$ cat src/periph_macros.svh
/*
 * Address map, register offsets and bus widths of the peripheral subsystem
 */
`ifndef PERIPH_MACROS_SVH
`define PERIPH_MACROS_SVH

`define PERIPH_ADDR_W 32
`define PERIPH_DATA_W 32
`define PERIPH_BE_W   4

// Device windows, 4 KiB each
`define RAM_BASE   32'h0010_0000
`define RAM_MASK   32'hFFFF_F000
`define RAM_WORDS  1024
`define GPIO_BASE  32'h8000_0000
`define GPIO_MASK  32'hFFFF_F000
`define TIMER_BASE 32'h8000_2000
`define TIMER_MASK 32'hFFFF_F000

`define DEV_OFS_W 12 // In-window byte offset

`define GPIO_OUT_OFS      12'h000
`define GPIO_IN_OFS       12'h004
`define TIMER_TIME_LO_OFS 12'h000
`define TIMER_TIME_HI_OFS 12'h004
`define TIMER_CMP_LO_OFS  12'h008
`define TIMER_CMP_HI_OFS  12'h00C

`define GPI_W 8
`define GPO_W 16

`endif

$ cat src/periph_pkg.sv
/*
 * Shared types: device select and bus operation enums
 */
`default_nettype none

package periph_pkg;

  // Owner of an access, DevNone for unmapped or misaligned
  typedef enum logic [1:0] {
    DevRam,
    DevGpio,
    DevTimer,
    DevNone
  } dev_sel_e;

  typedef enum logic {
    OpRead,
    OpWrite
  } bus_op_e;

endpackage

`default_nettype wire

$ cat src/rsp_mux.sv
/*
 * One-entry response slot: read data select, error for unmapped accesses,
 * hold under back-pressure
 */
`timescale 1ns/1ps
`default_nettype none

`include "periph_macros.svh"

module rsp_mux (
  input  logic                      clk_sys_i,
  input  logic                      rst_sys_ni,

  input  logic                      accept_i,
  input  periph_pkg::dev_sel_e      sel_i,
  input  logic [`PERIPH_DATA_W-1:0] ram_rdata_i,
  input  logic [`PERIPH_DATA_W-1:0] gpio_rdata_i,
  input  logic [`PERIPH_DATA_W-1:0] timer_rdata_i,

  input  logic                      rsp_ready_i,
  output logic                      rsp_valid_o,
  output logic                      rsp_err_o,
  output logic [`PERIPH_DATA_W-1:0] rsp_rdata_o,
  output logic                      slot_free_o
);

  logic                 valid_q;
  logic                 err_q;
  periph_pkg::dev_sel_e sel_q;

  // Free when empty or drained this cycle
  assign slot_free_o = !valid_q || rsp_ready_i;

  always_ff @(posedge clk_sys_i or negedge rst_sys_ni) begin
    if (!rst_sys_ni) begin
      valid_q <= 1'b0;
      err_q   <= 1'b0;
      sel_q   <= periph_pkg::DevNone;
    end else if (accept_i) begin
      valid_q <= 1'b1;
      err_q   <= sel_i == periph_pkg::DevNone;
      sel_q   <= sel_i;
    end else if (rsp_ready_i) begin
      valid_q <= 1'b0;
    end
  end

  // Device rdata is stable while the slot is held
  always_comb begin
    case (sel_q)
      periph_pkg::DevRam:   rsp_rdata_o = ram_rdata_i;
      periph_pkg::DevGpio:  rsp_rdata_o = gpio_rdata_i;
      periph_pkg::DevTimer: rsp_rdata_o = timer_rdata_i;
      default:              rsp_rdata_o = '0;
    endcase
  end

  assign rsp_valid_o = valid_q;
  assign rsp_err_o   = err_q;

  a_rsp_stable: assert property (@(posedge clk_sys_i) disable iff (!rst_sys_ni)
    rsp_valid_o && !rsp_ready_i |=>
      rsp_valid_o && $stable(rsp_rdata_o) && $stable(rsp_err_o));

endmodule

`default_nettype wire

$ cat config.mk
export PLATFORM = sky130hd
export DESIGN_NAME = rsp_mux
export DESIGN_NICKNAME = d
export VERILOG_FILES = /design/src/periph_pkg.sv /design/src/rsp_mux.sv
export VERILOG_INCLUDE_DIRS = /design/src
export SDC_FILE = /design/constraint.sdc
export NUM_CORES = 1
export LEC_CHECK = 0
export ABC_AREA = 1
export BUFFER_PORTS_ARGS = -buffer_cell sky130_fd_sc_hd__buf_2
export CAP_MARGIN = 10
export CORE_MARGIN = 10
export CORE_UTILIZATION = 30
export CTS_BUF_LIST = sky130_fd_sc_hd__clkbuf_2
export CTS_CLUSTER_SIZE = 25
export DETAILED_ROUTE_END_ITERATION = 7
export GPL_ROUTABILITY_DRIVEN = 0
export GPL_TIMING_DRIVEN = 0
export PLACE_DENSITY = 0.86
export RECOVER_POWER = 100
export SLEW_MARGIN = 20
export SYNTH_ARGS = -nofsm -noshare
export SYNTH_HDL_FRONTEND = slang
export SYNTH_SLANG_ARGS = --single-unit
$ cat constraint.sdc
create_clock -name clk_sys_i -period 1.6 [get_ports clk_sys_i]
set_clock_uncertainty 0.15 [all_clocks]
set_input_delay 0.08 -clock clk_sys_i [delete_from_list [all_inputs] [get_ports clk_sys_i]]
set_output_delay 0.08 -clock clk_sys_i [all_outputs]
set_load 0.005 [all_outputs]
==> flow_summary_export.csv, run 1 <==
group,metric,value,unit
synth,ys_seq_area_share,11.2,%
timing,hold_slack,0.0512,ns
synth,yosysWarningCount,0,
routing,wl_per_cell,16.0,µm
outcome,status,"finished with violations",
timing,slew_viol_final,0,
flow_run,drv_cap,0,
timing,max_slew_margin,83.9,%
synth,syn_area_per_cell,5.63,µm²
critical_path,cp.required,1.37,ns
die,die-area,0.00567,mm²
pwr,peakVddDrop,0.494,mV
synth,ys_dominant_reg_cell,"dfstp_2",
synth,ys_seq_elements,4,
pwr,leakage,0.00110,µW
critical_path,cp-end-kind,"output port",
routing,dr.pass1.iters,4,
routing,vias,1786,
pwr,power_frac_comb,74.9,%
cts,clock_tree.root_cell,"clkbuf_2",
cts,htree_num_levels,1,
die,start_util,30.6,%
cells_and_area,fillCellCount,265,
synth,ys_top_cells_by_area,"nand3_1 53%, nand2_1 16%, buf_6 9.8%",
timing,fin_crit,1.63,ns
synth,netlist_area,918,µm²
grt,grt_pass1_wl,7890,µm
synth,yosysTopAreaCell,"nand3_1",
placed_design,portBuffers,136,
critical_path,critPathArrivalTime,1.40,ns
cells_and_area,num_antenna_cells,0,
synth,synth-edff-count,0,
cells_and_area,drive_above_1_share,58.0,%
routing,routed_via_density,5.18,
grt,grt_pass1_vias,1773,
cts,numCtsBuffers,3,
synth,syn_inst,163,
grt,overflow,0,
routing,wl,5510,µm
timing,rsz0062_at_grt,"yes",
timing,finalSetupViolCount,14,
critical_path,worstSetupPathType,"reg -> out",
pwr,switching_share,42.6,%
placed_design,detailed_place_hpwl,4110,µm
cells_and_area,multi_input_area,743,µm²
grt,grt_max_degree,11,
pwr,clkPwrFrac,12.7,%
pwr,p_per_area,494,mW/mm²
critical_path,start_kind,"register",
die,num_io_pins,137,
placed_design,place_area,0.00164,mm²
worst_hold_path,hp-class,"in -> async",
timing,tightest_slew,0.241,ns
timing,setup_tns,-0.126,ns
cts,clk_pin_slew,0.05,ns
timing,hold_violations,0,
timing,finalCritPeriodShare,102,%
synth,synth.most_common_cell,"nand3_1",
cells_and_area,stdcell_area,0.00193,mm²
critical_path,max_stage_delay,0.54,ns
pwr,p_int,548,µW
grt,track_usage,17.0,%
critical_path,critical_path.top_delay_family,"flip-flops",
critical_path,cp_max_fo,10,
cells_and_area,final_util,64.3,%
die,core,0.00300,mm²
outcome,violations,"setup timing",
routing,drt_first_iter_violations,115,
die,die_y,75.3,µm
critical_path,critical_path.cell_chain,"buf_12 -> nor2_8 -> buf_6 -> nand2_2 -> nand3_1 -> buf_2",
routing,drc_errors,0,
timing,fmax,0.615,GHz
synth,ys_top_cells_by_count,"97 x nand3_1, 38 x nand2_1, 8 x buf_6, 6 x buf_2, 3 x buf_4",
routing,ant_nets,0,
cells_and_area,regArea,103,µm²
cells_and_area,nets,415,
cts,clock_sinks,4,
synth,yosysTopAreaCellShare,52.9,%
timing,setup_ws,-0.0263,ns
pwr,switching_power,407,µW
synth,ys_types,12,
cts,ctsLongestPathBuffers,2,
die,rows,20,
cts,clk_latency,0.23,ns
pwr,power,955,µW
critical_path,slowest_stage,"dfstp_2",
cts,cts_tree,"yes",
grt,antenna_found_initial,0,
cells_and_area,syn2layout_area_growth,110,%
critical_path,worst-path-buf-inv,3,
synth,async_flop_share,100,%
pwr,seqPwrFrac,12.4,%
die,fp.dieW,75.3,µm
synth,synth_nets,265,
## kinds of logic after synthesis
kind of cell	synth area share, %
simple gates	70.6
buf+inv	17.2
flops	11.2
compound gates	1.09
## power groups by stage
stage               sequential, µW  combinational (µW)  clock (µW)
finish                         118                 715         121
global route                   119                 787         124
CTS                            117                 641         118
detailed placement             118                 602           0
global placement               118                 590           0
floorplan                      118                 302           0
## state kept, by name (all words and copies together) (netlist names)
| name | flops |
|---|---|
| rsp_err_o | 1 |
| rsp_valid_o | 1 |
| sel_q | 2 |
## routing by layer
layer / share of wire [%] / vias up / wire length [µm] / track usage [%]
li1: - / 866 / - / -
met1: 37 / 801 / 2020 / 17.7
met2: 47 / 110 / 2610 / 31.5
met3: 15 / 9 / 814 / 7.03
met4: 1.1 / 0 / 62 / 2.68
met5: 0 / - / 0 / 0
## area by class of cell
type	count	area share [%]
Inverter	4	1.43
Multi-Input combinational cell	138	38.5
Sequential cell	4	5.31
Clock buffer	4	1.04
Timing Repair Buffer	145	40.2
Buffer	17	11.3
Tap cell	33	2.14
## repair_timing
item / 4_1_cts / 5_1_grt
resized for setup: 12 / 37
hold buffers: 5 / 0
gates cloned: 1 / 2
hold endpoints to repair: 8 / 0
pin swaps: 1 / 3
setup buffers: 1 / 0
setup endpoints to repair: 30 / 30
## worst paths after layout
kind | start | to | cells after the start | slack (ns)
max in group asynchronous | rst_sys_ni | sel_q[0]$_DFFE_PN1P_ | 2 | 1.01
worst max register to register | sel_q[1]$_DFFE_PN1P_ | sel_q[1]$_DFFE_PN1P_ | 4 | 0.37
min in group clk_sys_i | ram_rdata_i[17] | rsp_rdata_o[17] | 4 | 0.28
worst min register to register | rsp_valid_o$_DFFE_PN0P_ | rsp_valid_o$_DFFE_PN0P_ | 2 | 0.35
worst max-delay path | sel_q[1]$_DFFE_PN1P_ | rsp_rdata_o[28] | 6 | -0.03
worst min-delay path | rst_sys_ni | rsp_valid_o$_DFFE_PN0P_ | 2 | 0.05
## stage by stage
step                      setup WS (ns)  std cells
after detailed placement          0.173        332
after floorplan                   0.388        163
final                           -0.0263        345
after global placement            0.193        332
after CTS                      -0.00557        343
after global routing            -0.0538        345
## cells in the final DEF, fill, tap and decap left out, types with 2 or more instances in the layout
master         count
buf_2            132
nand3_1           82
nand2_1           34
nand3_2           15
buf_6             10
buf_8              6
dlygate4sd3_1      5
nand2_2            4
clkbuf_2           4
clkbuf_1           4
buf_4              3
inv_1              2
dfrtp_1            2
dfstp_2            2
(Power assumes the default switching activity.)
==> run 2, diff against run 1 <==
--- a/config.mk
+++ b/config.mk
@@ -9,7 +9,7 @@
 export ABC_AREA = 1
 export BUFFER_PORTS_ARGS = -buffer_cell sky130_fd_sc_hd__buf_2
 export CAP_MARGIN = 10
-export CORE_MARGIN = 10
+export CORE_MARGIN = 2
 export CORE_UTILIZATION = 30
 export CTS_BUF_LIST = sky130_fd_sc_hd__clkbuf_2
 export CTS_CLUSTER_SIZE = 25
==> flow_summary_export.csv, run 2 (synthesized netlist as in run 1, its figures left out) <==
group,metric,value,unit
routing,drt_first_iter_violations,99,
pwr,p_per_area,480,mW/mm²
cells_and_area,drive_above_1_share,60.8,%
cells_and_area,largest_reg_flops,2,
routing,dr_wl_met2,2260,µm
grt,overflow,0,
critical_path,slowest_stage,"dfstp_2",
pwr,switching_power,398,µW
timing,hold_slack,0.0905,ns
critical_path,cp.required,1.37,ns
pwr,seqPwrFrac,12.0,%
routing,dr.max_layer_used,"met4",
pwr,p_int,592,µW
timing,setup_tns,-0.000293,ns
die,start_util,30.8,%
timing,fin_crit,1.60,ns
worst_hold_path,hp-class,"in -> async",
die,die_y,59.3,µm
cts,numCtsBuffers,3,
critical_path,cp_max_fo,10,
cells_and_area,layout_common_cells,"133 x buf_2, 83 x nand3_1, 27 x nand2_1",
routing,ant_nets,0,
critical_path,worstSetupPathType,"reg -> out",
routing,wl_met3,373,µm
timing,finalSetupViolCount,1,
timing,setup_ws,-0.000293,ns
routing,wl_met1,1650,µm
cells_and_area,regMostFlops,"sel_q",
critical_path,cp-end-kind,"output port",
outcome,violations,"setup timing",
routing,vias,1771,
die,num_io_pins,137,
pwr,leakage,0.00116,µW
routing,wl,4300,µm
critical_path,reg2reg_slack,0.11,ns
cells_and_area,nets,422,
grt,grt_pass1_wl,5550,µm
placed_design,portBuffers,136,
cts,clk_pin_slew,0.05,ns
critical_path,r2r_end,"sel_q[1]$_DFFE_PN1P_",
timing,finalCritPeriodShare,100,%
placed_design,place_area,0.00164,mm²
timing,fmax,0.625,GHz
timing,rsz0062_at_grt,"yes",
critical_path,max_stage_delay,0.54,ns
critical_path,critical_path.cell_chain,"buf_12 -> nor2_8 -> buf_6 -> nand2_1 -> nand3_1 -> buf_2",
pwr,clkPwrFrac,11.4,%
cts,ctsLongestPathBuffers,2,
routing,drc_errors,0,
cts,clock_sinks,4,
pwr,peakVddDrop,0.448,mV
grt,grt_pass1_vias,1348,
flow_run,drv_cap,0,
die,die-area,0.00352,mm²
cells_and_area,syn2layout_area_growth,125,%
critical_path,start_kind,"register",
timing,tightest_slew,0.226,ns
grt,track_usage,19.8,%
cts,clk_latency,0.21,ns
timing,hold_violations,0,
cells_and_area,num_antenna_cells,0,
grt,antenna_found_initial,0,
cts,htree_num_levels,1,
placed_design,detailed_place_hpwl,2890,µm
cells_and_area,stdcell_area,0.00206,mm²
critical_path,r2r_cells,6,
cells_and_area,mostFrequentLayoutCell,"buf_2",
routing,wl_per_cell,12.2,µm
die,fp.dieW,59.3,µm
timing,slew_viol_final,0,
pwr,power_frac_comb,76.6,%
timing,max_slew_margin,84.9,%
critical_path,r2r_start,"sel_q[1]$_DFFE_PN1P_",
cts,cts_tree,"yes",
die,core,0.00298,mm²
die,rows,20,
outcome,status,"finished with violations",
grt,grt_max_degree,11,
critical_path,critPathArrivalTime,1.37,ns
pwr,switching_share,40.2,%
cts,clock_tree.root_cell,"clkbuf_2",
routing,routed_via_density,5.03,
routing,dr.pass1.iters,4,
## run 2: changes by cell type in the layout (fill, tap and decap cells not counted), sizes merged
cell / previous run / this run
buf: 152 / 156
dlygate4sd3: 5 / 6
clkbuf: 9 / 11
## run 2: worst max-delay path by stage
stage                               startpoint               to  slack (ns)  depth (start not counted)
after floorplan           sel_q[1]$_DFFE_PN1P_   rsp_rdata_o[0]        0.39                          4
after global placement    sel_q[1]$_DFFE_PN1P_  rsp_rdata_o[21]        0.20                          5
after detailed placement  sel_q[1]$_DFFE_PN1P_  rsp_rdata_o[21]        0.17                          5
after CTS                 sel_q[0]$_DFFE_PN1P_   rsp_rdata_o[7]       -0.01                          5
after global routing      sel_q[1]$_DFFE_PN1P_   rsp_rdata_o[6]       -0.05                          6
final                     sel_q[1]$_DFFE_PN1P_   rsp_rdata_o[6]     -0.0003                          6
## run 2: per-layer routing
layer,track usage [%],vias to the layer above
li1,-,884
met1,23.3,793
met2,37.7,92
met3,3.06,2
met4,3.57,0
met5,0,-
## run 2: cell type report
cell class	instances	area [µm²]
Tap cell	33	41.3
Buffer	17	226
Clock buffer	4	20.0
Multi-Input combinational cell	138	756
Timing Repair Buffer	152	882
Fill cell	253	915
Sequential cell	4	103
Inverter	4	35.0
## run 2: per-stage QoR
stage	total power, µW	worst slack (ns)	util, %	std cells
final	991	-0.000293	69.3	352
after detailed placement	701	0.167	55.1	332
after global placement	694	0.195	55.1	332
after global routing	1070	-0.0536	69.3	352
after CTS	835	-0.0131	58.3	342
after floorplan	420	0.388	-	163
## run 2: repair_timing
item,in CTS,in global routing
hold buffers,6,0
resized for setup,6,54
pin swaps,0,5
setup endpoints to repair,30,30
setup buffers,0,4
gates cloned,0,6
hold endpoints to repair,8,0
## run 2: worst max-delay path: cells and delay by family (launching register included)
family,cells,cell delay (ns)
buffers and inverters,3,0.42
and+or+nand+nor,3,0.20
DFF,1,0.54
## run 2: power by group through the flow
| stage | registers (µW) | clock network, µW | logic, µW |
|---|---|---|---|
| floorplan | 118 | 0 | 302 |
| CTS | 117 | 114 | 605 |
| global placement | 118 | 0 | 576 |
| detailed placement | 118 | 0 | 583 |
| finish | 118 | 113 | 759 |
| global route | 119 | 125 | 826 |
==> run 3, diff against run 2 <==
--- a/config.mk
+++ b/config.mk
@@ -6,15 +6,13 @@
 export SDC_FILE = /design/constraint.sdc
 export NUM_CORES = 1
 export LEC_CHECK = 0
-export ABC_AREA = 1
 export BUFFER_PORTS_ARGS = -buffer_cell sky130_fd_sc_hd__buf_2
 export CAP_MARGIN = 10
 export CORE_MARGIN = 2
-export CORE_UTILIZATION = 30
+export CORE_UTILIZATION = 33
 export CTS_BUF_LIST = sky130_fd_sc_hd__clkbuf_2
 export CTS_CLUSTER_SIZE = 25
 export DETAILED_ROUTE_END_ITERATION = 7
-export GPL_ROUTABILITY_DRIVEN = 0
 export GPL_TIMING_DRIVEN = 0
 export PLACE_DENSITY = 0.86
 export RECOVER_POWER = 100
==> flow_summary_export.csv, run 3 <==
group,metric,value,unit
critical_path,critical_path.top_delay_family,"flip-flops",
outcome,violations,"setup timing",
placed_design,pre_cts_ws,-0.00871,ns
critical_path,max_stage_delay,0.53,ns
synth,synth.most_common_cell,"mux2i_1",
cts,clk_pin_slew,0.04,ns
die,num_io_pins,137,
routing,wl_per_cell,13.7,µm
synth,ys_top_cells_by_count,"32 x mux2i_1, 30 x o2bb2ai_2, 5 x buf_6, 3 x buf_12, 3 x buf_2",
grt,grt_max_degree,11,
synth,synth-edff-count,0,
routing,drt_first_iter_violations,34,
synth,yosysTopAreaCellShare,41.2,%
timing,fin_crit,1.71,ns
synth,ys_top_cells_by_area,"o2bb2ai_2 41%, mux2i_1 29%, buf_12 5.5%",
routing,wl,3830,µm
pwr,peakVddDrop,0.470,mV
timing,max_slew_margin,80.1,%
synth,synth_nets,190,
routing,wl_met3,298,µm
cells_and_area,layout_common_cells,"135 x buf_2, 30 x o2bb2ai_2, 19 x mux2i_1",
critical_path,cp.required,1.37,ns
critical_path,cp_max_fo,10,
cells_and_area,largest_reg_flops,2,
timing,setup_ws,-0.108,ns
synth,syn_inst,88,
timing,setup_tns,-2.65,ns
cells_and_area,nets,339,
cells_and_area,mostFrequentLayoutCell,"buf_2",
cells_and_area,stdcell_area,0.00207,mm²
cells_and_area,syn2layout_area_growth,89.5,%
synth,async_flop_share,100,%
routing,ant_nets,0,
outcome,status,"finished with violations",
synth,ys_types,15,
cells_and_area,num_antenna_cells,0,
timing,tightest_slew,0.298,ns
synth,synthAdderAreaFrac,0,%
critical_path,worstSetupPathType,"reg -> out",
cts,numCtsBuffers,3,
flow_run,drv_cap,0,
critical_path,critical_path.cell_chain,"buf_8 -> buf_12 -> mux2i_1 -> o2bb2ai_2 -> buf_2",
die,core,0.00310,mm²
critical_path,worst-path-buf-inv,3,
timing,fmax,0.586,GHz
cts,clock_sinks,4,
routing,dr.max_layer_used,"met3",
die,die-area,0.00379,mm²
timing,finalCritPeriodShare,107,%
synth,synth-simple-area-share,2.86,%
routing,dr_wl_met2,2130,µm
timing,finalSetupViolCount,32,
synth,yosysWarningCount,0,
placed_design,portBuffers,136,
timing,hold_violations,0,
critical_path,start_kind,"register",
cells_and_area,fillCellCount,266,
cts,htree_num_levels,1,
placed_design,detailed_place_hpwl,3070,µm
synth,yosysTopAreaCell,"o2bb2ai_2",
worst_hold_path,hp-class,"in -> async",
synth,ys_seq_elements,4,
pwr,leakage,0.00103,µW
routing,routed_via_density,4.80,
cts,clk_latency,0.20,ns
synth,synth-xor-area-share,0,%
cells_and_area,final_util,66.7,%
routing,wl_met1,1390,µm
synth,synthMuxAreaShare,31.4,%
cts,clock_tree.root_cell,"clkbuf_2",
die,rows,20,
synth,synth_top_family_by_area,"compound AO/OA/AOI/OAI gates",
synth,ys_seq_area_share,9.39,%
pwr,p_per_area,485,mW/mm²
synth,netlist_area,0.00109,mm²
synth,synth_compound_area_share,43.3,%
grt,grt_pass1_vias,1235,
timing,slew_viol_final,0,
die,start_util,35.2,%
critical_path,cp-end-kind,"output port",
cts,ctsLongestPathBuffers,2,
grt,track_usage,17.8,%
critical_path,slowest_stage,"dfstp_2",
die,fp.dieW,61.5,µm
synth,syn_area_per_cell,12.4,µm²
die,die_y,61.5,µm
routing,dr.pass1.iters,4,
placed_design,gp_congestion,0.762,
cells_and_area,drive_above_1_share,84.3,%
timing,rsz0062_at_grt,"yes",
routing,drc_errors,0,
routing,vias,1339,
cts,cts_tree,"yes",
grt,grt_pass1_wl,5100,µm
grt,antenna_found_initial,0,
synth,ys_dominant_reg_cell,"dfstp_2",
grt,overflow,0,
critical_path,critPathArrivalTime,1.48,ns
cells_and_area,regMostFlops,"sel_q",
placed_design,place_area,0.00183,mm²
timing,hold_slack,0.0943,ns
## run 3: changes by cell type after synthesis, sizes merged, moves of 3 or more
cell / before / now
o2bb2ai: 0 / 32
nand2: 38 / 0
buf: 17 / 12
mux2i: 0 / 32
nand3: 97 / 1
inv: 4 / 1
## run 3: stage by stage
step / instances / total power [µW]
CTS: 279 / 969
global placement: 268 / 784
global route: 279 / 1060
floorplan: 88 / 516
finish: 279 / 1000
detailed placement: 268 / 805
## run 3: cell type report
cell class              count  area (µm²)  area share, %
flip-flops and latches      4         103           4.96
clock buffers               3        15.0          0.726
multi-input cells          71         948           45.8
well taps                  44        55.1           2.66
repair buffers            145         779           37.7
inverters                   1        3.75          0.181
plain buffers              11         165           7.98
## run 3: logic make-up after synthesis
family / Yosys count
AOI/OAI and AO/OA: 33
buffers and inverters: 13
muxes: 34
and+or+nand+nor: 4
DFF: 4
## run 3: report_power, final
part           switching (µW)  internal, µW
Clock                    38.8          50.4
Combinational             336           457
Sequential               6.22           114
## run 3: what timing repair did
item	in CTS	in global routing
cloned	1	0
hold buffers	5	0
buffers inserted	3	0
pin swaps	1	1
hold endpoints to repair	8	0
endpoints found under the setup margin	32	32
gates resized for setup	14	15
## run 3: metal layers
| layer | vias to the layer above | global-route usage, % |
|---|---|---|
| met5 | - | 0 |
| met4 | 0 | 3.34 |
| met3 | 0 | 3.15 |
| met2 | 63 | 36.8 |
| met1 | 624 | 18.1 |
| li1 | 652 | - |
## run 3: path summary, 6_finish.rpt
path | startpoint | to | slack, ns | depth (start not counted)
max in group asynchronous | rst_sys_ni | sel_q[1]$_DFFE_PN1P_ | 0.95 | 2
worst max register to register | rsp_valid_o$_DFFE_PN0P_ | rsp_valid_o$_DFFE_PN0P_ | 0.27 | 3
worst min register to register | rsp_err_o$_DFFE_PN0P_ | rsp_err_o$_DFFE_PN0P_ | 0.40 | 2
min in group clk_sys_i | gpio_rdata_i[11] | rsp_rdata_o[11] | 0.28 | 3
worst min-delay path | rst_sys_ni | rsp_err_o$_DFFE_PN0P_ | 0.09 | 2
worst max-delay path | sel_q[1]$_DFFE_PN1P_ | rsp_rdata_o[3] | -0.11 | 5
